### src/piano_cfg_pkg.sv
/* Piano trainer configuration constants
   Note codes, key count, register map and the tone half-period table */
package piano_cfg_pkg;

    localparam int num_keys   = 13;
    localparam int note_w     = 4;
    localparam int max_octave = 3;
    localparam int oct_w      = $clog2(max_octave + 1);

    // Code 0 is rest, keys are 1 (C4) up to 13 (C5)
    localparam logic [note_w-1:0] note_rest = '0;

    // Wishbone word address and data widths
    localparam int adr_w  = 8;
    localparam int data_w = 32;

    // Song entries sit at words 0 .. song_depth-1, registers above them
    localparam logic [adr_w-1:0] reg_ctrl_adr   = 8'hf0;
    localparam logic [adr_w-1:0] reg_status_adr = 8'hf1;

    // Control register layout
    localparam int len_w          = 8;
    localparam int timeout_w      = 16;
    localparam int ctrl_len_lsb   = 0;
    localparam int ctrl_oct_lsb   = 8;
    localparam int ctrl_start_bit = 15;
    localparam int ctrl_tmo_lsb   = 16;

    // Counter width as seen in the status word
    localparam int stat_cnt_w = 10;
    localparam int half_w     = 12;

    // Half period in cycles of a 1 MHz clock, octave 0
    function automatic logic [half_w-1:0] note_half_period(input logic [note_w-1:0] note);
        case (note)
            4'd1:    return 12'd1911;
            4'd2:    return 12'd1804;
            4'd3:    return 12'd1703;
            4'd4:    return 12'd1607;
            4'd5:    return 12'd1517;
            4'd6:    return 12'd1432;
            4'd7:    return 12'd1351;
            4'd8:    return 12'd1276;
            4'd9:    return 12'd1204;
            4'd10:   return 12'd1136;
            4'd11:   return 12'd1073;
            4'd12:   return 12'd1012;
            4'd13:   return 12'd956;
            default: return 12'd0;
        endcase
    endfunction

endpackage

### src/piano_types_pkg.sv
/* Piano trainer bus and data path types
   Wishbone request and response, song steps, key events and lesson state */
package piano_types_pkg;

    typedef struct packed {
        logic                               cyc;
        logic                               stb;
        logic                               we;
        logic [piano_cfg_pkg::adr_w-1:0]    adr;
        logic [piano_cfg_pkg::data_w-1:0]   dat;
    } wb_req_t;

    typedef struct packed {
        logic                               ack;
        logic [piano_cfg_pkg::data_w-1:0]   dat;
    } wb_rsp_t;

    // One step of the song
    typedef struct packed {
        logic [piano_cfg_pkg::note_w-1:0] note;
    } song_entry_t;

    // Held note and a one-cycle flag for a new press
    typedef struct packed {
        logic [piano_cfg_pkg::note_w-1:0] note;
        logic                             press;
    } key_event_t;

    typedef struct packed {
        logic [piano_cfg_pkg::len_w-1:0]     length;
        logic [piano_cfg_pkg::oct_w-1:0]     octave;
        logic [piano_cfg_pkg::timeout_w-1:0] timeout;
        logic                                start;
    } lesson_cfg_t;

    // Misses sit in the low bits of the status word
    typedef struct packed {
        logic                                 running;
        logic                                 done;
        logic [piano_cfg_pkg::len_w-1:0]      step;
        logic [piano_cfg_pkg::stat_cnt_w-1:0] hits;
        logic [piano_cfg_pkg::stat_cnt_w-1:0] misses;
    } lesson_status_t;

endpackage

### src/key_scanner.sv
/* Key scanner
   Debounces the 13 keys, encodes the lowest one and flags each new press */
`timescale 1ns/1ps

module key_scanner #(
    parameter int debounce_cycles = 8
) (
    input  logic                                clock,
    input  logic                                rst,
    input  logic [piano_cfg_pkg::num_keys-1:0]  keys,
    output piano_types_pkg::key_event_t         key_event
);

    localparam int nk    = piano_cfg_pkg::num_keys;
    localparam int nw    = piano_cfg_pkg::note_w;
    localparam int cnt_w = $clog2(debounce_cycles + 1);

    logic [nk-1:0]    sample_q;
    logic [nk-1:0]    stable_q;
    logic [cnt_w-1:0] stable_cnt_q;
    logic [nw-1:0]    note_enc;
    logic [nw-1:0]    note_q;
    logic             press_q;

    // Raw keys must stay the same for debounce_cycles before they count
    always_ff @(posedge clock) begin
        if (rst) begin
            sample_q     <= '0;
            stable_q     <= '0;
            stable_cnt_q <= '0;
        end else begin
            sample_q <= keys;
            if (keys != sample_q) begin
                stable_cnt_q <= '0;
            end else if (stable_cnt_q != cnt_w'(debounce_cycles)) begin
                stable_cnt_q <= stable_cnt_q + 1'b1;
            end
            if (keys == sample_q && stable_cnt_q == cnt_w'(debounce_cycles - 1)) begin
                stable_q <= sample_q;
            end
        end
    end

    // Lowest pressed key wins
    always_comb begin
        note_enc = piano_cfg_pkg::note_rest;
        for (int i = nk - 1; i >= 0; i--) begin
            if (stable_q[i]) begin
                note_enc = nw'(i + 1);
            end
        end
    end

    // Press flag on rest to note or note to a different note
    always_ff @(posedge clock) begin
        if (rst) begin
            note_q  <= piano_cfg_pkg::note_rest;
            press_q <= 1'b0;
        end else begin
            note_q  <= note_enc;
            press_q <= (note_enc != piano_cfg_pkg::note_rest) && (note_enc != note_q);
        end
    end

    assign key_event = '{note: note_q, press: press_q};

    // Debounced keys cannot change on two edges in a row
    press_one_cycle: assert property (
        @(posedge clock) disable iff (rst)
        key_event.press |=> !key_event.press
    );

endmodule

### src/song_memory.sv
/* Song memory and lesson registers behind a Wishbone classic slave
   Also gives the sequencer a registered read port into the song */
`timescale 1ns/1ps

module song_memory #(
    parameter int song_depth = 64
) (
    input  logic                                         clock,
    input  logic                                         rst,
    input  piano_types_pkg::wb_req_t                     wb_req,
    output piano_types_pkg::wb_rsp_t                     wb_rsp,
    input  logic [$clog2(song_depth)-1:0]                rd_addr,
    output piano_types_pkg::song_entry_t                 rd_entry,
    input  piano_types_pkg::lesson_status_t              status,
    output piano_types_pkg::lesson_cfg_t                 cfg
);

    localparam int aw  = $clog2(song_depth);
    localparam int dw  = piano_cfg_pkg::data_w;
    localparam int nw  = piano_cfg_pkg::note_w;
    localparam int lw  = piano_cfg_pkg::len_w;
    localparam int ow  = piano_cfg_pkg::oct_w;
    localparam int tw  = piano_cfg_pkg::timeout_w;

    logic [nw-1:0] ram [song_depth];

    logic          ack_q;
    logic [dw-1:0] rdata_q;
    logic [nw-1:0] rd_note_q;
    logic [lw-1:0] len_q;
    logic [ow-1:0] oct_q;
    logic [tw-1:0] tmo_q;
    logic          start_q;
    logic          req_ok;
    logic          wr_ok;
    logic          in_song;
    logic          is_ctrl;
    logic [dw-1:0] ctrl_word;

    // A new request is taken only when no acknowledge is pending
    assign req_ok  = wb_req.cyc && wb_req.stb && !ack_q;
    assign wr_ok   = req_ok && wb_req.we;
    assign in_song = wb_req.adr < song_depth;
    assign is_ctrl = wb_req.adr == piano_cfg_pkg::reg_ctrl_adr;

    always_comb begin
        ctrl_word = '0;
        ctrl_word[piano_cfg_pkg::ctrl_len_lsb +: lw] = len_q;
        ctrl_word[piano_cfg_pkg::ctrl_oct_lsb +: ow] = oct_q;
        ctrl_word[piano_cfg_pkg::ctrl_tmo_lsb +: tw] = tmo_q;
    end

    always_ff @(posedge clock) begin
        if (rst) begin
            ack_q <= 1'b0;
        end else begin
            ack_q <= req_ok;
        end
    end

    // Read data is captured with the acknowledge
    always_ff @(posedge clock) begin
        if (req_ok) begin
            if (in_song) begin
                rdata_q <= dw'(ram[wb_req.adr[aw-1:0]]);
            end else if (is_ctrl) begin
                rdata_q <= ctrl_word;
            end else if (wb_req.adr == piano_cfg_pkg::reg_status_adr) begin
                rdata_q <= dw'(status);
            end else begin
                rdata_q <= '0;
            end
        end
    end

    always_ff @(posedge clock) begin
        if (wr_ok && in_song) begin
            ram[wb_req.adr[aw-1:0]] <= wb_req.dat[nw-1:0];
        end
    end

    // Sequencer port, one cycle latency
    always_ff @(posedge clock) begin
        rd_note_q <= ram[rd_addr];
    end

    // Start bit is not stored, it only fires a pulse
    always_ff @(posedge clock) begin
        if (rst) begin
            len_q   <= '0;
            oct_q   <= '0;
            tmo_q   <= '0;
            start_q <= 1'b0;
        end else begin
            start_q <= wr_ok && is_ctrl && wb_req.dat[piano_cfg_pkg::ctrl_start_bit];
            if (wr_ok && is_ctrl) begin
                len_q <= wb_req.dat[piano_cfg_pkg::ctrl_len_lsb +: lw];
                oct_q <= wb_req.dat[piano_cfg_pkg::ctrl_oct_lsb +: ow];
                tmo_q <= wb_req.dat[piano_cfg_pkg::ctrl_tmo_lsb +: tw];
            end
        end
    end

    assign wb_rsp   = '{ack: ack_q, dat: rdata_q};
    assign rd_entry = '{note: rd_note_q};
    assign cfg      = '{length: len_q, octave: oct_q, timeout: tmo_q, start: start_q};

    // The master keeps cycle and strobe up until it sees acknowledge
    ack_during_request: assert property (
        @(posedge clock) disable iff (rst)
        wb_rsp.ack |-> wb_req.cyc && wb_req.stb
    );

endmodule

### src/lesson_sequencer.sv
/* Lesson sequencer
   Steps through the song and judges each press or timeout as hit or miss */
`timescale 1ns/1ps

module lesson_sequencer #(
    parameter int song_depth = 64,
    parameter int count_w    = 8
) (
    input  logic                                 clock,
    input  logic                                 rst,
    input  piano_types_pkg::lesson_cfg_t         cfg,
    input  piano_types_pkg::key_event_t          key_event,
    output logic [$clog2(song_depth)-1:0]        rd_addr,
    input  piano_types_pkg::song_entry_t         rd_entry,
    output logic [piano_cfg_pkg::note_w-1:0]     expected_note,
    output piano_types_pkg::lesson_status_t      status
);

    localparam int aw = $clog2(song_depth);
    localparam int lw = piano_cfg_pkg::len_w;
    localparam int tw = piano_cfg_pkg::timeout_w;
    localparam int sw = piano_cfg_pkg::stat_cnt_w;

    logic               running_q;
    logic               done_q;
    logic               valid_q;
    logic [lw-1:0]      step_q;
    logic [lw-1:0]      len_q;
    logic [tw-1:0]      tmo_lim_q;
    logic [tw-1:0]      idle_q;
    logic [count_w-1:0] hits_q;
    logic [count_w-1:0] misses_q;
    logic [lw-1:0]      step_nxt;
    logic               timed_out;
    logic               judge;
    logic               hit;

    // A zero timeout turns the timeout off
    assign timed_out = (tmo_lim_q != '0) && (idle_q >= tmo_lim_q - 1'b1);

    // Nothing is judged while the entry for this step is still being read
    assign judge    = running_q && valid_q && (key_event.press || timed_out);
    assign hit      = key_event.press && (key_event.note == rd_entry.note);
    assign step_nxt = step_q + 1'b1;
    assign rd_addr  = step_q[aw-1:0];

    always_ff @(posedge clock) begin
        if (rst) begin
            running_q <= 1'b0;
            done_q    <= 1'b0;
            valid_q   <= 1'b0;
            step_q    <= '0;
            len_q     <= '0;
            tmo_lim_q <= '0;
            idle_q    <= '0;
            hits_q    <= '0;
            misses_q  <= '0;
        end else if (cfg.start) begin
            // Length and timeout are frozen for the whole lesson
            running_q <= cfg.length != '0;
            done_q    <= cfg.length == '0;
            valid_q   <= 1'b0;
            step_q    <= '0;
            len_q     <= cfg.length;
            tmo_lim_q <= cfg.timeout;
            idle_q    <= '0;
            hits_q    <= '0;
            misses_q  <= '0;
        end else if (running_q) begin
            valid_q <= 1'b1;
            idle_q  <= idle_q + 1'b1;
            if (judge) begin
                valid_q <= 1'b0;
                idle_q  <= '0;
                step_q  <= step_nxt;
                if (hit) begin
                    if (hits_q != '1) begin
                        hits_q <= hits_q + 1'b1;
                    end
                end else if (misses_q != '1) begin
                    misses_q <= misses_q + 1'b1;
                end
                if (step_nxt == len_q) begin
                    running_q <= 1'b0;
                    done_q    <= 1'b1;
                end
            end
        end
    end

    // Rest while the step's entry is not yet valid
    assign expected_note = (running_q && valid_q) ? rd_entry.note : piano_cfg_pkg::note_rest;

    assign status = '{
        running: running_q,
        done:    done_q,
        step:    step_q,
        hits:    sw'(hits_q),
        misses:  sw'(misses_q)
    };

    step_in_range: assert property (
        @(posedge clock) disable iff (rst)
        running_q |-> step_q < len_q
    );

endmodule

### src/note_output.sv
/* Note output
   One-hot LED for the expected note and a square-wave tone for the held key */
`timescale 1ns/1ps

module note_output (
    input  logic                                 clock,
    input  logic                                 rst,
    input  logic [piano_cfg_pkg::note_w-1:0]     expected_note,
    input  piano_types_pkg::key_event_t          key_event,
    input  logic [piano_cfg_pkg::oct_w-1:0]      octave,
    output logic [piano_cfg_pkg::num_keys-1:0]   leds,
    output logic                                 tone
);

    localparam int nk = piano_cfg_pkg::num_keys;
    localparam int nw = piano_cfg_pkg::note_w;
    localparam int hw = piano_cfg_pkg::half_w;

    logic [nk-1:0] leds_q;
    logic [hw-1:0] half_len;
    logic [hw-1:0] phase_q;
    logic [nw-1:0] last_note_q;
    logic          tone_q;

    // Each octave up halves the period
    assign half_len = piano_cfg_pkg::note_half_period(key_event.note) >> octave;

    always_ff @(posedge clock) begin
        if (rst) begin
            leds_q <= '0;
        end else if (expected_note == piano_cfg_pkg::note_rest) begin
            leds_q <= '0;
        end else begin
            leds_q <= nk'(1) << (expected_note - 1'b1);
        end
    end

    always_ff @(posedge clock) begin
        if (rst) begin
            phase_q     <= '0;
            last_note_q <= piano_cfg_pkg::note_rest;
            tone_q      <= 1'b0;
        end else begin
            last_note_q <= key_event.note;
            // Silent at rest, and a new note starts from a fresh phase
            if (key_event.note == piano_cfg_pkg::note_rest || key_event.note != last_note_q) begin
                phase_q <= '0;
                tone_q  <= 1'b0;
            end else if (phase_q >= half_len - 1'b1) begin
                phase_q <= '0;
                tone_q  <= ~tone_q;
            end else begin
                phase_q <= phase_q + 1'b1;
            end
        end
    end

    assign leds = leds_q;
    assign tone = tone_q;

endmodule

### src/piano_trainer_top.sv
/* Piano trainer top level
   Key scanner, song memory, lesson sequencer and note output */
`timescale 1ns/1ps

module piano_trainer_top #(
    parameter int song_depth      = 64,
    parameter int debounce_cycles = 8,
    parameter int count_w         = 8
) (
    input  logic                                clock,
    input  logic                                rst,
    input  logic [piano_cfg_pkg::num_keys-1:0]  keys,
    input  piano_types_pkg::wb_req_t            wb_req,
    output piano_types_pkg::wb_rsp_t            wb_rsp,
    output logic [piano_cfg_pkg::num_keys-1:0]  leds,
    output logic                                tone
);

    piano_types_pkg::key_event_t            key_event;
    piano_types_pkg::lesson_cfg_t           cfg;
    piano_types_pkg::lesson_status_t        status;
    piano_types_pkg::song_entry_t           rd_entry;
    logic [$clog2(song_depth)-1:0]          rd_addr;
    logic [piano_cfg_pkg::note_w-1:0]       expected_note;

    key_scanner #(.debounce_cycles(debounce_cycles)) key_scanner_i (
        .clock     (clock),
        .rst       (rst),
        .keys      (keys),
        .key_event (key_event)
    );

    song_memory #(.song_depth(song_depth)) song_memory_i (
        .clock    (clock),
        .rst      (rst),
        .wb_req   (wb_req),
        .wb_rsp   (wb_rsp),
        .rd_addr  (rd_addr),
        .rd_entry (rd_entry),
        .status   (status),
        .cfg      (cfg)
    );

    lesson_sequencer #(.song_depth(song_depth), .count_w(count_w)) lesson_sequencer_i (
        .clock         (clock),
        .rst           (rst),
        .cfg           (cfg),
        .key_event     (key_event),
        .rd_addr       (rd_addr),
        .rd_entry      (rd_entry),
        .expected_note (expected_note),
        .status        (status)
    );

    // Octave comes straight from the control register
    note_output note_output_i (
        .clock         (clock),
        .rst           (rst),
        .expected_note (expected_note),
        .key_event     (key_event),
        .octave        (cfg.octave),
        .leds          (leds),
        .tone          (tone)
    );

endmodule

### config.mk
export PLATFORM = sky130hd
export DESIGN_NAME = piano_trainer_top
export DESIGN_NICKNAME = d
export VERILOG_FILES = /design/src/piano_cfg_pkg.sv /design/src/piano_types_pkg.sv /design/src/key_scanner.sv /design/src/song_memory.sv /design/src/lesson_sequencer.sv /design/src/note_output.sv /design/src/piano_trainer_top.sv
export SDC_FILE = /design/constraint.sdc
export NUM_CORES = 1
export LEC_CHECK = 0
export BUFFER_PORTS_ARGS = -buffer_cell sky130_fd_sc_hd__clkbuf_2
export CORE_MARGIN = 5
export CORE_UTILIZATION = 55
export CTS_BUF_LIST = sky130_fd_sc_hd__clkbuf_8
export CTS_CLUSTER_SIZE = 14
export DETAILED_ROUTE_END_ITERATION = 8
export PLACE_DENSITY = 0.75
export RECOVER_POWER = 25
export SLEW_MARGIN = 15
export SYNTH_ARGS = -nofsm -noshare
export SYNTH_HDL_FRONTEND = slang
export SYNTH_SLANG_ARGS = --single-unit
### constraint.sdc
create_clock -name clock -period 4.27 [get_ports clock]
set_input_delay 0.6405 -clock clock [delete_from_list [all_inputs] [get_ports clock]]
set_output_delay 0.6405 -clock clock [all_outputs]
set_load 0.05 [all_outputs]
# Word-level counts from Yosys, hierarchy flattened
# Memories as Yosys holds them, arrays and structs flattened. A register that Yosys moved wholly into a read port is not among the register bits.
# Cells that the tools add are included.
[word_totals]
ram_bits = 256
input_bits = 58
romBits = 176
ff_bits = 192
mem_count = 2
[mem_list]
columns = ["name", "depth", "width", "rd", "rd_ports_with_merged_regs", "wr", "line_no", "source"]
rows = [
  ["song_memory_i.ram", 64, 4, 2, 1, 1, "song_memory.sv:25", "logic [nw-1:0] ram [song_depth];"],
  ["(no name shown)", 16, 11, 1, 1, 0, "piano_cfg_pkg.sv:35", "case (note)"],
]
[op_classes]
n_lt_le_gt_ge = 3
n_mux = 30
reduce_logical = 34
eq_ne = 12
n_shift = 2
add_sub_neg = 9
bitwise = 3
[ops]
columns = ["cell", "count"]
rows = [
  ["$mux 4", 16],
  ["$mux 32", 1],
  ["$mux 30", 1],
  ["$add 8x1->8 const B", 3],
  ["$add 16x1->16 const B", 1],
  ["$eq 8x8->1 const B", 2],
  ["$ge 16x16->1", 1],
  ["$mux 16", 1],
  ["$ne 8x8->1 const B", 2],
  ["$reduce_bool 16->1", 1],
  ["$sub 16x1->16 const B", 1],
  ["$eq 13x13->1", 1],
  ["$ne 13x13->1", 1],
  ["$shl 1x4->13 const A", 1],
  ["$add 12x1->12 const B", 1],
  ["$ge 12x12->1", 1],
  ["$logic_and 1x1->1", 12],
  ["$shr 12x2->12", 1],
  ["$sub 12x1->12 const B", 1],
  ["$mux 1", 11],
  ["$eq 8x8->1", 1],
  ["$logic_not 4->1", 2],
  ["$logic_not 8->1", 1],
  ["$lt 8x7->1 const B", 1],
  ["other kinds (17)", 28],
]

# Longest topological paths before layout
[depth]
word_depth = 15
depth_mapped = 15

# By module
# From an unflattened synthesis, not the netlist that was laid out.
[hier_totals]
cells_unflattened = 1878
hier_area_um2 = 22750.6
[by_module_without_submodules]
columns = ["mod", "seq_area_each_um2", "area_per_inst_um2", "cells_per_inst", "instances"]
rows = [
  ["song_memory", 9288.9, 14619.0, 925, 1],
  ["lesson_sequencer", 1341.3, 3817.4, 440, 1],
  ["note_output", 600.6, 2690.1, 333, 1],
  ["key_scanner", 700.7, 1624.1, 180, 1],
]

# Worst setup path before layout
# No wires, ideal clock.
[synth_path]
kind = "input to register"
from = "input wb_req[42] (netlist bit)"
to = "memory song_memory_i.ram[0][0] (netlist bit), enable pin"
arrival_time_ns = 3.147
path_buffers = 0
setup_time_ns = 0.330
path_slack_ns = 0.793
required_ns = 3.940
path_stages = 6
path_cell_list = "nand2_1 -> nor2_1 -> nand2_1 -> nor3_1 -> nand2_1 -> nor2_1"
[synth_via]
elab_chain_len = 6
[synth_lines]
columns = ["element", "line_no", "source"]
rows = [
  ["start: declaration", "piano_trainer_top.sv:13", "input piano_types_pkg::wb_req_t wb_req,"],
  ["$logic_and 1x1->1 (2 in series)", "song_memory.sv:41", "assign req_ok = wb_req.cyc && wb_req.stb && !ack_q;"],
  ["via song_memory_i.req_ok", "song_memory.sv:34", "logic req_ok;"],
  ["$logic_and 1x1->1", "song_memory.sv:42", "assign wr_ok = req_ok && wb_req.we;"],
  ["$logic_and 1x1->1", "song_memory.sv:77", "if (wr_ok && in_song) begin"],
  ["$mux 1", "song_memory.sv:77", ""],
  ["$mux 1 (not written as such)", "song_memory.sv:78", "ram[wb_req.adr[aw-1:0]] <= wb_req.dat[nw-1:0];"],
  ["end: declaration", "song_memory.sv:25", ""],
]
# The timed path passes the listed nets, and every way through them passes these cells.

# Final worst setup path
[layout_path]
from = "register song_memory_i.oct_q[0]"
to = "register note_output_i.phase_q[9]"
[layout_via]
elab_chain_len = 4
[layout_lines]
columns = ["element", "line_no", "source"]
rows = [
  ["start: declaration", "song_memory.sv:31", "logic [ow-1:0] oct_q;"],
  ["start signal: assignment", "song_memory.sv:98", "oct_q <= wb_req.dat[piano_cfg_pkg::ctrl_oct_lsb +: ow];"],
  ["$shr 12x2->12", "note_output.sv:26", "assign half_len = piano_cfg_pkg::note_half_period(key_event.note) >> octave;"],
  ["$sub 12x1->12", "note_output.sv:49", "end else if (phase_q >= half_len - 1'b1) begin"],
  ["$ge 12x12->1", "note_output.sv:49", ""],
  ["$reduce_or 3->1 (no line)", "--", ""],
  ["end signal: assignment", "note_output.sv:53", "phase_q <= phase_q + 1'b1;"],
  ["end: declaration", "note_output.sv:21", "logic [hw-1:0] phase_q;"],
]
# No other way between the ends.
# A chain may end at the register's enable or synchronous reset.

==> impl_metrics.yaml <==
global_routing:
  grt_use_met3: 0.0686
  grt_pass1_wl_mm: 88.4
  grt_max_degree: 66
  first_global_vias: 15700
  grt_antenna_before_repair: 0
  met1_usage: 0.331
  grt_util_all_layers: 0.253
  grt.busiest_layer: "met2"
  grt_use_met2: 0.407
  grt-ovfl-total: 0
timing:
  finalCriticalPeriod_ns: 3.82
  finClkSkew_ns: 0.0304
  fmax_mhz: 262
  final_max_slew_viol_count: 274
  tns_ns: 0
  setup_viol: 0
  hold_violations: 0
  setup_ws_ns: 0.449
  slew_headroom: -0.927
  hold-worst-slack_ns: 0.222
  tightest_slew_ns: 2.89
  grt_setup_unrepaired: "no"
  fin_crit_sh: 0.895
placed_design:
  io_buffers: 99
  place_hpwl_mm: 38.7
  place.gp.congestion: 0.966
  dp.cells: 2353
  pre_cts_slack_ns: 0.458
  dpl-instance-area_sq_um: 23200
die:
  io_pins: 105
  coreArea_sq_um: 39800
  initial_core_util: 0.557
  die-height_microns: 211
  die_w_microns: 211
  die-area_sq_um: 44400
  num_rows: 73
clocking:
  cts_resized: 0
  clk_path_buf_depth: 3
  cts_sinks: 463
  numCtsBuffers: 78
  post_cts_buffers: 0
  hold_buffers: 0
  cts_tree: "done"
  htree_levels: 3
  cts-root-buf: "clkbuf_8"
  cts.reportedPaths.clkPinSlew_ns: 0.06
  clk_latency_ns: 0.64
finish:
  fillers: 3074
  diodes: 0
  area_growth_syn_to_layout_pct: 11.0
  drive_gt1_frac: 0.202
  regArea_sq_um: 12200
  finish.utilization: 0.618
  finalNetCount: 2011
  multiInputGateArea_sq_um: 9400
  stdcell_count: 2493
  final_area_sq_um: 24600
critical_path:
  worst-r2r-cell-count: 13
  worstPathRequired_ns: 4.83
  crit_type: "reg -> reg"
  startpoint_type: "register"
  r2r_end: "note_output_i.phase_q[9]$_SDFF_PP0_"
  crit_arrival_ns: 4.38
  cp-end-kind: "register"
  critPathMaxFanout: 13
  worstReg2RegStart: "song_memory_i.oct_q[0]$_SDFFE_PP0P_"
  rrSetupSlack_ns: 0.45
power:
  p_per_area_nw_per_um2: 359
  vdd_ir_drop_max_mv: 0.251
  p_sw_frac: 0.235
  fin_total_pwr_mw: 8.84
  p_leak_nw: 8.64
  p_clk_frac: 0.413
  p_comb_frac: 0.047
  power_switching_mw: 2.07
  p_int_mw: 6.77
  pwr-share-seq: 0.540
drt:
  drcViolationCount: 0
  post_drt_wl_per_cell_microns: 22.7
  wl_mm: 56.7
  drt_iter0_drc: 1988
  vias_per_cell: 6.28
  num_vias: 15600
  firstDrtPassIters: 6
  antenna_left: 0
synth:
  synth_area_per_cell_sq_um: 12.4
  synth_top_area_share: 0.390
  synth_top_cell_by_area: "edfxtp_1"
  synth-seq-cells: 463
  syn-num-nets: 1892
  synth_common_cells: "288 x edfxtp_1, 206 x nor2_1, 175 x dfxtp_1"
  ys_async_sr_fraction: 0
  syn_inst: 1789
  synth-edff-count: 288
  yosysWarnings: 0
  yosys.cell_count.top_type: "edfxtp_1"
  synth_cell_types: 79
  netlist_top_cells_area: "edfxtp_1 39%, dfxtp_1 16%, mux4_2 9.2%, mux2i_1 3.8%, nor2_1 3.5%"
  synth-main-ff-cell: "edfxtp_1"
  syn_area_sq_um: 22200
  ys_seq_area_frac: 0.548
worst_hold_path:
  hp-class: "in -> reg"
  min-delay-start: "wb_req[30]"
  whs_path_depth: 3
  holdPathEnd: "song_memory_i.tmo_q[14]$_SDFFE_PP0P_"
flow_run:
  cap_violations: 5
outcome:
  violations: "capacitance limit, slew limit"
  status: "finished, violations left"
==> how the worst max path moves through the flow <==
stage | start | endpoint | slack, ns | cells past startpoint
after floorplan | wb_req[42] | song_memory_i.ram[0][0]$_DFFE_PP_ | 0.79 | 6
after global placement | song_memory_i.oct_q[0]$_SDFFE_PP0P_ | note_output_i.phase_q[11]$_SDFF_PP0_ | 0.64 | 13
after detailed placement | song_memory_i.oct_q[0]$_SDFFE_PP0P_ | note_output_i.phase_q[10]$_SDFF_PP0_ | 0.46 | 13
after CTS | song_memory_i.oct_q[0]$_SDFFE_PP0P_ | note_output_i.phase_q[9]$_SDFF_PP0_ | 0.46 | 13
after global routing | song_memory_i.oct_q[0]$_SDFFE_PP0P_ | note_output_i.phase_q[9]$_SDFF_PP0_ | 0.13 | 13
final | song_memory_i.oct_q[0]$_SDFFE_PP0P_ | note_output_i.phase_q[9]$_SDFF_PP0_ | 0.45 | 13
==> flip-flops by register name (all words and copies together) (netlist names), 2 cells and up, named ones only <==
name / count
note_output_i.phase_q: 12
note_output_i.leds: 13
key_scanner_i.note_q: 4
lesson_sequencer_i.len_q: 8
lesson_sequencer_i.hits_q: 8
song_memory_i.ram: 256
lesson_sequencer_i.idle_q: 16
song_memory_i.len_q: 8
key_scanner_i.sample_q: 13
song_memory_i.oct_q: 2
lesson_sequencer_i.misses_q: 8
note_output_i.last_note_q: 4
song_memory_i.tmo_q: 16
song_memory_i.rd_entry: 4
lesson_sequencer_i.step_q: 8
lesson_sequencer_i.tmo_lim_q: 16
key_scanner_i.stable_cnt_q: 4
song_memory_i.rdata_q: 32
key_scanner_i.stable_q: 13
==> per-layer routing <==
layer / wire length (microns) / vias up
met1: 22200 / 7597
met5: 0 / -
met3: 5670 / 169
li1: - / 7023
met2: 26600 / 855
met4: 2270 / 0
==> power by group through the flow <==
stage / Clock, mW / Combinational (mW) / Sequential (mW)
floorplan: 0 / 0.195 / 4.90
global placement: 0 / 0.395 / 4.87
detailed placement: 0 / 0.402 / 4.87
CTS: 3.71 / 0.404 / 4.77
global route: 3.94 / 0.431 / 4.77
finish: 3.66 / 0.412 / 4.78
==> cell usage in the layout (no fill, tap or decap), types with 8 or more instances in the layout <==
cell type / n
a21o_1: 9
a21oi_1: 62
a221oi_1: 29
a22o_1: 22
a22oi_1: 26
a31oi_1: 10
and2_1: 21
and3_1: 20
buf_4: 40
clkbuf_2: 95
clkbuf_8: 84
clkinv_1: 19
clkinv_2: 10
dfxtp_1: 173
edfxtp_1: 288
ha_1: 45
inv_1: 44
mux2_2: 38
mux2i_1: 84
mux4_2: 91
nand2_1: 133
nand2b_1: 10
nand3_1: 31
nand3b_1: 8
nand4_1: 13
nor2_1: 205
nor2b_1: 31
nor3_1: 24
nor4_1: 14
o211ai_1: 8
o21ai_0: 34
o221ai_1: 10
or3_1: 16
xnor2_1: 41
xor2_1: 49
==> worst max-delay path: stages, from the launching register on <==
cell      delay (ns)
dfxtp_1         0.71
buf_4           0.22
mux2i_1         0.20
o21ai_0         0.17
nor4_1          0.52
nand2_1         0.12
xor2_1          0.19
ha_1            0.20
or4_1           0.52
a211oi_1        0.25
o31a_1          0.22
o21ai_0         0.10
buf_4           0.22
nor2_1          0.12
==> area by class of cell <==
class | instances | share of cell area
Inverter | 23 | 0.00351
Clock buffer | 84 | 0.0470
Clock inverter | 56 | 0.0108
Sequential cell | 463 | 0.494
Multi-Input combinational cell | 1196 | 0.382
Tap cell | 525 | 0.0267
Timing Repair Buffer | 146 | 0.0359
==> cells by family (layout without fill, tap and decap cells) <==
group	Yosys count	after routing	share of synthesized area
simple gates	563	563	0.121
mux	213	213	0.150
flops	463	463	0.548
xor+xnor	90	90	0.0355
buf+inv	130	309	0.0288
fa+ha+maj	45	45	0.0254
compound gates	285	285	0.0915
No activity file was read; power rests on OpenSTA's default activity.
